==> src/logic/ext_mux_pkg.sv <==
//////////////////////////////
// Shared constants for the AXI4-Lite port multiplexer
// Port count and index width, bus widths, in-flight limit
// and the response codes
//////////////////////////////

package ext_mux_pkg;

  //////////////////////////////
  // Requester ports
  //////////////////////////////

  localparam int unsigned NUM_PORTS  = 4;
  localparam int unsigned PORT_IDX_W = 2;  // Enough bits for NUM_PORTS

  //////////////////////////////
  // Bus widths
  //////////////////////////////

  localparam int unsigned ADDR_W = 32;
  localparam int unsigned DATA_W = 32;
  localparam int unsigned STRB_W = DATA_W / 8;

  //////////////////////////////
  // Outstanding transactions
  //////////////////////////////

  // Per direction, and also the source FIFO depth
  localparam int unsigned MAX_OUTSTANDING = 8;
  localparam int unsigned FIFO_CNT_W      = 4;  // Holds 0 to MAX_OUTSTANDING

  //////////////////////////////
  // Response codes
  //////////////////////////////

  localparam logic [1:0] RESP_OKAY   = 2'b00;
  localparam logic [1:0] RESP_SLVERR = 2'b10;

endpackage

==> src/logic/rr_arbiter.sv <==
//////////////////////////////
// Round-robin arbiter with a registered grant
// Grant stays fixed while hold_i is high
//////////////////////////////

`timescale 1ns/1ps

module rr_arbiter (
  input  logic                                periph_clk,
  input  logic                                rst_i,
  input  logic [ext_mux_pkg::NUM_PORTS-1:0]   req_i,
  input  logic                                hold_i,
  output logic                                gnt_valid_o,
  output logic [ext_mux_pkg::PORT_IDX_W-1:0]  gnt_idx_o
);

  import ext_mux_pkg::*;

  logic                  gnt_valid_q;
  logic [PORT_IDX_W-1:0] gnt_idx_q;  // Also remembers the last winner
  logic [PORT_IDX_W-1:0] next_idx;

  // Search starts one past the last winner, nearest requester wins
  always_comb begin
    next_idx = gnt_idx_q;
    for (int off = NUM_PORTS; off >= 1; off--) begin
      if (req_i[(int'(gnt_idx_q) + off) % NUM_PORTS]) begin
        next_idx = PORT_IDX_W'((int'(gnt_idx_q) + off) % NUM_PORTS);
      end
    end
  end

  always_ff @(posedge periph_clk) begin
    if (rst_i) begin
      gnt_valid_q <= 1'b0;
      gnt_idx_q   <= PORT_IDX_W'(NUM_PORTS - 1);  // Port 0 goes first
    end else if (!hold_i) begin
      gnt_valid_q <= |req_i;
      if (|req_i) begin
        gnt_idx_q <= next_idx;
      end
    end
  end

  assign gnt_valid_o = gnt_valid_q;
  assign gnt_idx_o   = gnt_idx_q;

  // Any other requester beats the last winner
  assert property (@(posedge periph_clk) disable iff (rst_i)
    ((req_i & ~(NUM_PORTS'(1) << gnt_idx_q)) != '0) |->
      req_i[next_idx] && (next_idx != gnt_idx_q))
    else $error("rr_arbiter picked %0h over other requests, last %0h", next_idx, gnt_idx_q);

endmodule

==> src/logic/source_fifo.sv <==
//////////////////////////////
// FIFO of requester port indices
// One entry per outstanding transaction, head names
// the port that owns the next response
//////////////////////////////

`timescale 1ns/1ps

module source_fifo (
  input  logic                                periph_clk,
  input  logic                                rst_i,
  input  logic                                push_i,
  input  logic [ext_mux_pkg::PORT_IDX_W-1:0]  push_idx_i,
  input  logic                                pop_i,
  output logic [ext_mux_pkg::PORT_IDX_W-1:0]  head_idx_o,
  output logic                                full_o,
  output logic                                empty_o
);

  import ext_mux_pkg::*;

  logic [PORT_IDX_W-1:0] mem_q [MAX_OUTSTANDING];
  logic [FIFO_CNT_W-2:0] wr_ptr_q;
  logic [FIFO_CNT_W-2:0] rd_ptr_q;
  logic [FIFO_CNT_W-1:0] cnt_q;
  logic [FIFO_CNT_W-1:0] cnt_d;

  assign cnt_d = cnt_q + FIFO_CNT_W'(push_i) - FIFO_CNT_W'(pop_i);

  assign head_idx_o = mem_q[rd_ptr_q];
  assign empty_o    = (cnt_q == '0);
  // Looks at this cycle's push and pop so a grant issued now finds a slot
  assign full_o     = (cnt_d == FIFO_CNT_W'(MAX_OUTSTANDING));

  always_ff @(posedge periph_clk) begin
    if (rst_i) begin
      wr_ptr_q <= '0;
      rd_ptr_q <= '0;
      cnt_q    <= '0;
    end else begin
      cnt_q <= cnt_d;
      if (push_i) begin
        wr_ptr_q <= (int'(wr_ptr_q) == MAX_OUTSTANDING - 1) ? '0 : wr_ptr_q + 1'b1;
      end
      if (pop_i) begin
        rd_ptr_q <= (int'(rd_ptr_q) == MAX_OUTSTANDING - 1) ? '0 : rd_ptr_q + 1'b1;
      end
    end
  end

  // Storage
  always_ff @(posedge periph_clk) begin
    if (push_i) begin
      mem_q[wr_ptr_q] <= push_idx_i;
    end
  end

  // Slot freed by a pop in the same cycle may be reused
  assert property (@(posedge periph_clk) disable iff (rst_i)
    push_i |-> (cnt_q != FIFO_CNT_W'(MAX_OUTSTANDING)) || pop_i)
    else $error("source_fifo push while full, cnt %0h", cnt_q);

  assert property (@(posedge periph_clk) disable iff (rst_i)
    pop_i |-> !empty_o)
    else $error("source_fifo pop while empty");

endmodule

==> src/logic/write_mux.sv <==
//////////////////////////////
// Write path of the port multiplexer
// AW and W arbitration and forwarding,
// B routed back through the source FIFO
//////////////////////////////

`timescale 1ns/1ps

module write_mux (
  input  logic                                                  periph_clk,
  input  logic                                                  rst_i,
  // Requester side
  input  logic [ext_mux_pkg::NUM_PORTS-1:0]                     s_awvalid_i,
  output logic [ext_mux_pkg::NUM_PORTS-1:0]                     s_awready_o,
  input  logic [ext_mux_pkg::NUM_PORTS-1:0][ext_mux_pkg::ADDR_W-1:0] s_awaddr_i,
  input  logic [ext_mux_pkg::NUM_PORTS-1:0]                     s_wvalid_i,
  output logic [ext_mux_pkg::NUM_PORTS-1:0]                     s_wready_o,
  input  logic [ext_mux_pkg::NUM_PORTS-1:0][ext_mux_pkg::DATA_W-1:0] s_wdata_i,
  input  logic [ext_mux_pkg::NUM_PORTS-1:0][ext_mux_pkg::STRB_W-1:0] s_wstrb_i,
  output logic [ext_mux_pkg::NUM_PORTS-1:0]                     s_bvalid_o,
  input  logic [ext_mux_pkg::NUM_PORTS-1:0]                     s_bready_i,
  output logic [ext_mux_pkg::NUM_PORTS-1:0][1:0]                s_bresp_o,
  // Subordinate side
  output logic                                                  m_awvalid_o,
  input  logic                                                  m_awready_i,
  output logic [ext_mux_pkg::ADDR_W-1:0]                        m_awaddr_o,
  output logic                                                  m_wvalid_o,
  input  logic                                                  m_wready_i,
  output logic [ext_mux_pkg::DATA_W-1:0]                        m_wdata_o,
  output logic [ext_mux_pkg::STRB_W-1:0]                        m_wstrb_o,
  input  logic                                                  m_bvalid_i,
  output logic                                                  m_bready_o,
  input  logic [1:0]                                            m_bresp_i
);

  import ext_mux_pkg::*;

  logic                  gnt_valid;
  logic [PORT_IDX_W-1:0] gnt_idx;
  logic [NUM_PORTS-1:0]  arb_req;
  logic                  arb_hold;
  logic                  aw_done_q;
  logic                  w_done_q;
  logic                  aw_fire;
  logic                  w_fire;
  logic                  txn_done;
  logic                  b_fire;
  logic                  fifo_full;
  logic                  fifo_empty;
  logic [PORT_IDX_W-1:0] head_idx;

  // A port needs AW and W together, the current owner is left out
  always_comb begin
    for (int i = 0; i < NUM_PORTS; i++) begin
      arb_req[i] = s_awvalid_i[i] & s_wvalid_i[i] & ~fifo_full &
                   ~(gnt_valid && gnt_idx == PORT_IDX_W'(i));
    end
  end

  rr_arbiter u_arbiter (
    .periph_clk  (periph_clk),
    .rst_i       (rst_i),
    .req_i       (arb_req),
    .hold_i      (arb_hold),
    .gnt_valid_o (gnt_valid),
    .gnt_idx_o   (gnt_idx)
  );

  //////////////////////////////
  // AW and W forwarding
  //////////////////////////////

  assign m_awvalid_o = gnt_valid & ~aw_done_q;
  assign m_wvalid_o  = gnt_valid & ~w_done_q;
  assign m_awaddr_o  = s_awaddr_i[gnt_idx];
  assign m_wdata_o   = s_wdata_i[gnt_idx];
  assign m_wstrb_o   = s_wstrb_i[gnt_idx];

  assign aw_fire  = m_awvalid_o & m_awready_i;
  assign w_fire   = m_wvalid_o & m_wready_i;
  assign txn_done = gnt_valid & (aw_done_q | aw_fire) & (w_done_q | w_fire);
  assign arb_hold = gnt_valid & ~txn_done;

  always_ff @(posedge periph_clk) begin
    if (rst_i) begin
      aw_done_q <= 1'b0;
      w_done_q  <= 1'b0;
    end else if (txn_done) begin
      aw_done_q <= 1'b0;
      w_done_q  <= 1'b0;
    end else begin
      aw_done_q <= aw_done_q | aw_fire;
      w_done_q  <= w_done_q | w_fire;
    end
  end

  //////////////////////////////
  // B return
  //////////////////////////////

  assign m_bready_o = s_bready_i[head_idx] & ~fifo_empty;
  assign b_fire     = m_bvalid_i & m_bready_o;

  always_comb begin
    for (int i = 0; i < NUM_PORTS; i++) begin
      s_awready_o[i] = m_awready_i & m_awvalid_o & (gnt_idx == PORT_IDX_W'(i));
      s_wready_o[i]  = m_wready_i & m_wvalid_o & (gnt_idx == PORT_IDX_W'(i));
      s_bvalid_o[i]  = m_bvalid_i & ~fifo_empty & (head_idx == PORT_IDX_W'(i));
      s_bresp_o[i]   = m_bresp_i;
    end
  end

  source_fifo u_src_fifo (
    .periph_clk (periph_clk),
    .rst_i      (rst_i),
    .push_i     (aw_fire),  // Owner recorded at address acceptance
    .push_idx_i (gnt_idx),
    .pop_i      (b_fire),
    .head_idx_o (head_idx),
    .full_o     (fifo_full),
    .empty_o    (fifo_empty)
  );

  // A B beat with nothing accepted means the subordinate invented a response
  assert property (@(posedge periph_clk) disable iff (rst_i)
    m_bvalid_i |-> !fifo_empty)
    else $error("write_mux m_bvalid_i with no write outstanding, bresp %0h", m_bresp_i);

endmodule

==> src/logic/read_mux.sv <==
//////////////////////////////
// Read path of the port multiplexer
// AR arbitration and forwarding,
// R routed back through the source FIFO
//////////////////////////////

`timescale 1ns/1ps

module read_mux (
  input  logic                                                  periph_clk,
  input  logic                                                  rst_i,
  // Requester side
  input  logic [ext_mux_pkg::NUM_PORTS-1:0]                     s_arvalid_i,
  output logic [ext_mux_pkg::NUM_PORTS-1:0]                     s_arready_o,
  input  logic [ext_mux_pkg::NUM_PORTS-1:0][ext_mux_pkg::ADDR_W-1:0] s_araddr_i,
  output logic [ext_mux_pkg::NUM_PORTS-1:0]                     s_rvalid_o,
  input  logic [ext_mux_pkg::NUM_PORTS-1:0]                     s_rready_i,
  output logic [ext_mux_pkg::NUM_PORTS-1:0][ext_mux_pkg::DATA_W-1:0] s_rdata_o,
  output logic [ext_mux_pkg::NUM_PORTS-1:0][1:0]                s_rresp_o,
  // Subordinate side
  output logic                                                  m_arvalid_o,
  input  logic                                                  m_arready_i,
  output logic [ext_mux_pkg::ADDR_W-1:0]                        m_araddr_o,
  input  logic                                                  m_rvalid_i,
  output logic                                                  m_rready_o,
  input  logic [ext_mux_pkg::DATA_W-1:0]                        m_rdata_i,
  input  logic [1:0]                                            m_rresp_i
);

  import ext_mux_pkg::*;

  logic                  gnt_valid;
  logic [PORT_IDX_W-1:0] gnt_idx;
  logic [NUM_PORTS-1:0]  arb_req;
  logic                  arb_hold;
  logic                  ar_fire;
  logic                  r_fire;
  logic                  fifo_full;
  logic                  fifo_empty;
  logic [PORT_IDX_W-1:0] head_idx;

  always_comb begin
    for (int i = 0; i < NUM_PORTS; i++) begin
      arb_req[i] = s_arvalid_i[i] & ~fifo_full &
                   ~(gnt_valid && gnt_idx == PORT_IDX_W'(i));  // Owner sits out
    end
  end

  rr_arbiter u_arbiter (
    .periph_clk  (periph_clk),
    .rst_i       (rst_i),
    .req_i       (arb_req),
    .hold_i      (arb_hold),
    .gnt_valid_o (gnt_valid),
    .gnt_idx_o   (gnt_idx)
  );

  // Single address beat, grant ends on AR handshake
  assign m_arvalid_o = gnt_valid;
  assign m_araddr_o  = s_araddr_i[gnt_idx];
  assign ar_fire     = m_arvalid_o & m_arready_i;
  assign arb_hold    = gnt_valid & ~ar_fire;

  assign m_rready_o = s_rready_i[head_idx] & ~fifo_empty;
  assign r_fire     = m_rvalid_i & m_rready_o;

  always_comb begin
    for (int i = 0; i < NUM_PORTS; i++) begin
      s_arready_o[i] = m_arready_i & m_arvalid_o & (gnt_idx == PORT_IDX_W'(i));
      s_rvalid_o[i]  = m_rvalid_i & ~fifo_empty & (head_idx == PORT_IDX_W'(i));
      s_rdata_o[i]   = m_rdata_i;
      s_rresp_o[i]   = m_rresp_i;
    end
  end

  source_fifo u_src_fifo (
    .periph_clk (periph_clk),
    .rst_i      (rst_i),
    .push_i     (ar_fire),
    .push_idx_i (gnt_idx),
    .pop_i      (r_fire),
    .head_idx_o (head_idx),
    .full_o     (fifo_full),
    .empty_o    (fifo_empty)
  );

  assert property (@(posedge periph_clk) disable iff (rst_i)
    m_rvalid_i |-> !fifo_empty)
    else $error("read_mux m_rvalid_i with no read outstanding, rresp %0h", m_rresp_i);

endmodule

==> src/logic/axil_port_mux.sv <==
//////////////////////////////
// AXI4-Lite port multiplexer, top level
// Four requester ports onto one subordinate port
//////////////////////////////

`timescale 1ns/1ps

module axil_port_mux (
  input  logic                                                  periph_clk,
  input  logic                                                  rst_i,
  // Requester write channels
  input  logic [ext_mux_pkg::NUM_PORTS-1:0]                     s_awvalid_i,
  output logic [ext_mux_pkg::NUM_PORTS-1:0]                     s_awready_o,
  input  logic [ext_mux_pkg::NUM_PORTS-1:0][ext_mux_pkg::ADDR_W-1:0] s_awaddr_i,
  input  logic [ext_mux_pkg::NUM_PORTS-1:0]                     s_wvalid_i,
  output logic [ext_mux_pkg::NUM_PORTS-1:0]                     s_wready_o,
  input  logic [ext_mux_pkg::NUM_PORTS-1:0][ext_mux_pkg::DATA_W-1:0] s_wdata_i,
  input  logic [ext_mux_pkg::NUM_PORTS-1:0][ext_mux_pkg::STRB_W-1:0] s_wstrb_i,
  output logic [ext_mux_pkg::NUM_PORTS-1:0]                     s_bvalid_o,
  input  logic [ext_mux_pkg::NUM_PORTS-1:0]                     s_bready_i,
  output logic [ext_mux_pkg::NUM_PORTS-1:0][1:0]                s_bresp_o,
  // Requester read channels
  input  logic [ext_mux_pkg::NUM_PORTS-1:0]                     s_arvalid_i,
  output logic [ext_mux_pkg::NUM_PORTS-1:0]                     s_arready_o,
  input  logic [ext_mux_pkg::NUM_PORTS-1:0][ext_mux_pkg::ADDR_W-1:0] s_araddr_i,
  output logic [ext_mux_pkg::NUM_PORTS-1:0]                     s_rvalid_o,
  input  logic [ext_mux_pkg::NUM_PORTS-1:0]                     s_rready_i,
  output logic [ext_mux_pkg::NUM_PORTS-1:0][ext_mux_pkg::DATA_W-1:0] s_rdata_o,
  output logic [ext_mux_pkg::NUM_PORTS-1:0][1:0]                s_rresp_o,
  // Subordinate write channels
  output logic                                                  m_awvalid_o,
  input  logic                                                  m_awready_i,
  output logic [ext_mux_pkg::ADDR_W-1:0]                        m_awaddr_o,
  output logic                                                  m_wvalid_o,
  input  logic                                                  m_wready_i,
  output logic [ext_mux_pkg::DATA_W-1:0]                        m_wdata_o,
  output logic [ext_mux_pkg::STRB_W-1:0]                        m_wstrb_o,
  input  logic                                                  m_bvalid_i,
  output logic                                                  m_bready_o,
  input  logic [1:0]                                            m_bresp_i,
  // Subordinate read channels
  output logic                                                  m_arvalid_o,
  input  logic                                                  m_arready_i,
  output logic [ext_mux_pkg::ADDR_W-1:0]                        m_araddr_o,
  input  logic                                                  m_rvalid_i,
  output logic                                                  m_rready_o,
  input  logic [ext_mux_pkg::DATA_W-1:0]                        m_rdata_i,
  input  logic [1:0]                                            m_rresp_i
);

  //////////////////////////////
  // Independent write and read paths
  //////////////////////////////

  // Port names match one to one
  write_mux u_write_mux (
    .*
  );

  read_mux u_read_mux (
    .*
  );

endmodule

==> config.mk <==
export PLATFORM = sky130hd
export DESIGN_NAME = axil_port_mux
export DESIGN_NICKNAME = d
export VERILOG_FILES = /design/src/logic/ext_mux_pkg.sv /design/src/logic/rr_arbiter.sv /design/src/logic/source_fifo.sv /design/src/logic/write_mux.sv /design/src/logic/read_mux.sv /design/src/logic/axil_port_mux.sv
export SDC_FILE = /design/constraint.sdc
export NUM_CORES = 1
export LEC_CHECK = 0
export BUFFER_PORTS_ARGS = -buffer_cell sky130_fd_sc_hd__buf_2
export CAP_MARGIN = 25
export CELL_PAD_IN_SITES_DETAIL_PLACEMENT = 1
export CELL_PAD_IN_SITES_GLOBAL_PLACEMENT = 2
export CORE_AREA = 2 2 284 286
export CTS_BUF_LIST = sky130_fd_sc_hd__clkbuf_8 sky130_fd_sc_hd__clkbuf_16
export CTS_CLUSTER_DIAMETER = 120
export CTS_CLUSTER_SIZE = 20
export DETAILED_ROUTE_END_ITERATION = 7
export DIE_AREA = 0 0 286 288
export GPL_ROUTABILITY_DRIVEN = 0
export HOLD_SLACK_MARGIN = 0.12
export PLACE_DENSITY_LB_ADDON = 0.1
export SLEW_MARGIN = 10
export SYNTH_ARGS = -nofsm -noshare
export SYNTH_HDL_FRONTEND = slang
export SYNTH_SLANG_ARGS = --single-unit
==> constraint.sdc <==
create_clock -name periph_clk -period 5 [get_ports periph_clk]
set_input_delay 0.5 -clock periph_clk [delete_from_list [all_inputs] [get_ports periph_clk]]
set_output_delay 0.5 -clock periph_clk [all_outputs]
set_load 0.005 [all_outputs]
### Word-level counts from Yosys, hierarchy flattened

Memories as Yosys holds them, arrays and structs flattened. A register that Yosys moved wholly into a read port is not among the register bits.
Index checks and enable logic that the tools add are counted.

| storage, ports and cells | value |
|---|---|
| register bits | 28 |
| memory bits (writable) | 32 |
| bits of input ports | 463 |
| output and inout bits | 269 |
| logic and storage cells | 204 |
| memories | 2 |

Memory list:

| name | words | bits a word | read ports | clocked after memory_dff | wr ports | RTL line | text |
|---|---|---|---|---|---|---|---|
| u_read_mux.u_src_fifo.mem_q | 8 | 2 | 1 | 1 | 1 | source_fifo.sv:22 | `logic [PORT_IDX_W-1:0] mem_q [MAX_OUTSTANDING];` |
| u_write_mux.u_src_fifo.mem_q | 8 | 2 | 1 | 1 | 1 | source_fifo.sv:22 |  |

| operators by class | value |
|---|---|
| add/sub/neg operators | 16 |
| order comparisons | 12 |
| equality and inequality tests | 18 |
| multiplexer cells | 48 |
| bitwise operators | 75 |
| reduce and logical (&&, ||, !) cells | 21 |

Operators by type and width:

| cell | number |
|---|---|
| 32-bit binary-select mux with 2-bit select | 3 |
| 32-bit two-way mux | 3 |
| 1-bit AND | 55 |
| 2-bit by 3-bit < comparator with 1-bit output, second input constant | 12 |
| 3-bit two-way mux | 8 |
| 1-bit binary-select mux with 2-bit select | 10 |
| 1-bit NOT | 18 |
| 2-bit equality test, second input constant | 8 |
| 2-bit two-way mux | 8 |
| 1-bit two-way mux | 14 |
| 3-bit by 1-bit adder with 3-bit output, second input constant | 4 |
| 3-bit equality test, second input constant | 4 |
| 2-bit by 1-bit adder with 2-bit output, second input constant | 4 |
| 2-bit adder, second input constant | 4 |
| 4-bit by 1-bit adder with 4-bit output | 2 |
| 4-bit binary-select mux with 2-bit select | 1 |
| 2-bit by 1-bit equality test with 1-bit output, second input constant | 4 |
| 4-bit equality test, second input constant | 2 |
| 1-bit logical AND | 8 |
| 2-bit zero test | 4 |
| 4-bit zero test | 2 |
| 4-bit nonzero test | 2 |
| 4-bit OR reduction | 2 |
| 4-bit by 1-bit subtractor with 4-bit output | 2 |
| 4 further kinds | 6 |

### Depth between registers and ports, before layout

| logic depth | value |
|---|---|
| word-level depth | 15 |
| mapped depth | 17 |
| gate-level depth less buffers | 17 |

### Cells and area by module

From an unflattened synthesis, not the netlist that was laid out.

| unflattened totals | value |
|---|---|
| cell total of the unflattened synthesis | 591 |
| area total of the unflattened synthesis | 7105.6 um2 |

Modules (own cells, without submodules):

| module | instances | cells each | area an instance (um2) | seq. area each (um2) |
|---|---|---|---|---|
| source_fifo | 2 | 94 | 1261.2 | 740.7 |
| write_mux | 1 | 137 | 2064.5 | 40.0 |
| read_mux | 1 | 200 | 2010.7 | 0.0 |
| rr_arbiter | 2 | 33 | 254.0 | 60.1 |

### Worst setup path before layout

Ideal clock, no wire load.

| timing | value |
|---|---|
| path type | register -> register |
| start | register (tool-made name) |
| end | register u_read_mux.u_arbiter.gnt_idx_q[0] (netlist: u_read_mux.u_arbiter.gnt_idx_o[0]) |
| setup time | 0.072 ns |
| data arrival time | 3.883 ns |
| required time | 4.928 ns |
| slack | 1.045 ns |
| stages on the path, launching flop included | 18 |
| path buffers | 1 |
| period minus slack after synthesis | 3.955 ns |
| path through | dfxtp_1 > buf_6 > mux2_1 > mux4_2 > mux4_2 > nand2_4 > inv_1 > ha_1 > inv_1 > ha_1 > inv_1 > fa_1 > nor2b_1 > nand3b_1 > mux2_2 > and3_1 > nor3_1 > mux2i_1 |

RTL lines:

| what | RTL line | text |
|---|---|---|
| end signal, assigned | rr_arbiter.sv:36 | `gnt_idx_q <= PORT_IDX_W'(NUM_PORTS - 1);` |
| end signal, assigned | rr_arbiter.sv:40 | `gnt_idx_q <= next_idx;` |
| end, declared | rr_arbiter.sv:20 | `logic [PORT_IDX_W-1:0] gnt_idx_q;` |

==> reports/results.txt <==
Status -> completed
Worst min path class -> input pin to flop
Part of the power in registers -> 0.205
Multi-input logic area -> 0.00403 mm^2
Cts hold-fix bufs -> 0
Antenna violations before repair -> 19
Io pins -> 732
R2R setup slack -> 0.59 ns
Drt first-iter violations -> 227
Slowest CP cell -> dfxtp_1
Die Y-Extent -> 288 um
FF/Latch Area -> 0.00165 mm^2
Largest stage delay, worst path -> 0.54 ns
Critical path arrival -> 4.69 ns
Distinct cell type count after synthesis -> 45
Post-CTS setup buffers -> 0
Effective utilization at floorplan -> 0.0874
Worst hold margin -> 0.491 ns
Wirelength per Cell -> 21.8 um
Worst-path clk slew -> 0.06 ns
# fillers -> 9445
Number of global-route vias before repair -> 7194
Prevailing post-synth register cell -> dfxtp_1
Gr ovfl total -> 0
Register bit count reported by yosys -> 66
Critical Path RT -> 5.28 ns
Final ANT Viol Nets -> 0
Sw Ratio -> 0.413
Psw -> 1670 uW
DP HPWL -> 39.6 mm
Vias -> 6490
Most frequent cells in the layout -> 551 x buf_2, 111 x mux4_2, 33 x nor2_1
Worst VDD drop -> 0.151 mV
Final Hold Fails -> 0
Critical path's most frequent cell -> inv_1
Nets -> 1476
Leak Pwr -> 0.00449 uW
IO buf count -> 551
Clock sink count -> 66
Layout cells sized above 1 -> 0.704
First-pass GRT wire length -> 58.9 mm
Slew headroom -> 0.489
Syn-to-layout area delta -> 46.7%
Synth Instances -> 595
Worst setup EP type -> flop
EDFF count, synth -> 32
Resize count post-CTS -> 0
Fin crit period -> 4.41 ns
Worst path cell trace -> mux2_1, mux4_2, mux4_2, nand2_4, inv_1, ha_1, inv_1, ha_1, inv_1, fa_1, nor2b_1, nand3b_1, mux2_2, and3_1, nor3_1, mux2i_1
First-pass iteration count of the detailed router -> 6
H-tree depth -> 3
Cell area power density -> 397 mW/mm^2
Die W -> 286 um
Hold Crit Start -> m_wready_i
Setup crit start kind -> flop
Reg2Reg Depth -> 16
Num CTS Buffers -> 9
Most common cell after layout, fill and taps aside -> buf_2
Internal power -> 2380 uW
Syn Area/Cell -> 11.7 um^2
Core box area -> 0.0796 mm^2
Clk root buf -> clkbuf_16
Share of the yosys chip area belonging to registers -> 0.236
CTS tree -> done
Setup_tns -> 0 ns
Synth Cell Area -> 0.00696 mm^2
Endpoint, Worst Hold -> u_write_mux.w_done_q
DR vias/cell -> 3.16
Final period util -> 0.882
Combinational share of power -> 0.617
Worst setup path class -> flop to flop
Hold path cells -> 3
Worst-path fanout max -> 6
Die area -> 0.0824 mm^2
Largest net degree at the start of global routing -> 83
Global Route Usage Sum -> 0.104
# DRC -> 0
Row count -> 104
Clock latency on the worst-skew pair -> 0.35 ns
CTS Buffer Depth -> 2
Final wirelength -> 44.7 mm
Max-slew violation count -> 0
Worst-Margin Slew -> 0.766 ns
Max Cap Violations -> 0
RSZ-0062 raised after global routing -> false
Ys Warns -> 0
Clock Skew -> 0.00935 ns
Async SR Flop Fraction -> 0
Clock power frac -> 0.178
Final setup violation count -> 0
Post-Syn Nets -> 1086
Peak Freq -> 227 MHz
Reg2reg end -> u_read_mux.u_arbiter.gnt_idx_o[0]
## registers in the layout (all words and copies together), names as in the netlist, named ones only
signal / count
u_write_mux.w_done_q: 1
u_write_mux.u_arbiter.gnt_valid_o: 1
u_write_mux.u_src_fifo.mem_q: 16
u_read_mux.u_arbiter.gnt_valid_o: 1
u_read_mux.u_src_fifo.cnt_q: 4
u_read_mux.u_src_fifo.mem_q: 16
u_write_mux.u_src_fifo.cnt_q: 4
u_write_mux.aw_done_q: 1
u_read_mux.u_src_fifo.rd_ptr_q: 3
u_read_mux.u_arbiter.gnt_idx_o: 2
u_write_mux.u_src_fifo.wr_ptr_q: 3
u_write_mux.u_arbiter.gnt_idx_o: 2
u_write_mux.u_src_fifo.rd_ptr_q: 3
u_read_mux.u_src_fifo.wr_ptr_q: 3
## synth_stat cells, drive strengths merged, types with 5 or more instances
| library cell | n | area (um^2) |
|---|---|---|
| nor2b | 13 | 81.3 |
| buf | 157 | 1150 |
| clkbuf | 19 | 71.3 |
| nand2 | 26 | 113 |
| mux2i | 7 | 70.1 |
| nand2b | 7 | 43.8 |
| and2 | 5 | 31.3 |
| edfxtp | 32 | 961 |
| nor2 | 33 | 124 |
| dfxtp | 34 | 681 |
| mux2 | 12 | 143 |
| and3 | 10 | 62.6 |
| nand3 | 9 | 45.0 |
| inv | 20 | 75.1 |
| a21oi | 20 | 100 |
| ha | 26 | 325 |
| nor3 | 11 | 55.1 |
| nand4 | 5 | 31.3 |
| mux4 | 111 | 2500 |
## cell type report
cell class | count | share of cell area
clock buffer | 10 | 0.0234
multi-input combinational | 332 | 0.394
inverter | 21 | 0.00771
clock inverter | 6 | 0.00869
sequential | 66 | 0.162
tap | 1060 | 0.130
timing repair buffer | 555 | 0.274
antenna | 3 | 0.000735
## metrics by stage
step / setup slack, ns / total power (uW) / instance area, um^2 / util / std cells
finish: 0.588 / 4060 / 10200 / 0.128 / 2053
global route: 0.278 / 4420 / 10200 / 0.128 / 2050
CTS: 0.524 / 4210 / 10200 / 0.128 / 2050
detailed placement: 0.548 / 3450 / 9880 / 0.124 / 2034
global placement: 0.536 / 3490 / 9880 / 0.124 / 2034
floorplan: 1.05 / 2370 / 6960 / - / 595
## per-layer routing
metal	vias to the layer above	track usage	part of all wire
li1	2900	-	-
met1	3176	0.126	0.40
met2	342	0.167	0.48
met3	64	0.0456	0.11
met4	8	0.0241	0.017
met5	-	0	0.0011
## worst max path at each step
stage	startpoint	endpoint	slack, ns	cells past startpoint
4_1_cts	flop	u_read_mux.u_arbiter.gnt_idx_o[0]	0.52	16
3_5_place_dp	flop	u_read_mux.u_arbiter.gnt_idx_o[0]	0.55	16
5_1_grt	flop	u_read_mux.u_arbiter.gnt_idx_o[0]	0.28	16
6_report	flop	u_read_mux.u_arbiter.gnt_idx_o[0]	0.59	16
2_1_floorplan	flop	u_read_mux.u_arbiter.gnt_idx_o[0]	1.05	17
3_3_place_gp	flop	u_read_mux.u_arbiter.gnt_idx_o[0]	0.54	16
## cells by family after synthesis
| family | Yosys count | share of synthesized area |
|---|---|---|
| mux | 130 | 0.390 |
| simple gates | 129 | 0.0947 |
| flops | 66 | 0.236 |
| fa+ha+maj | 28 | 0.0525 |
| compound gates | 41 | 0.0363 |
| buf+inv | 197 | 0.186 |
| xor+xnor | 4 | 0.00503 |
## power by group through the flow
stage | sequential (uW) | clock, uW | combinational [uW]
after floorplan | 739 | 0 | 1630
after global placement | 859 | 0 | 2630
after detailed placement | 855 | 0 | 2590
after CTS | 843 | 755 | 2610
after global routing | 858 | 773 | 2790
final | 830 | 721 | 2500
## critical path, delay by kind of cell (launching register included)
kind	cells	cell delay, ns
adder cells (fa/ha/maj)	3	0.94
multiplexers	5	1.93
flip-flops	1	0.54
AND/OR/NAND/NOR	5	0.76
buffers and inverters	3	0.18
(Power assumes the default switching activity.)
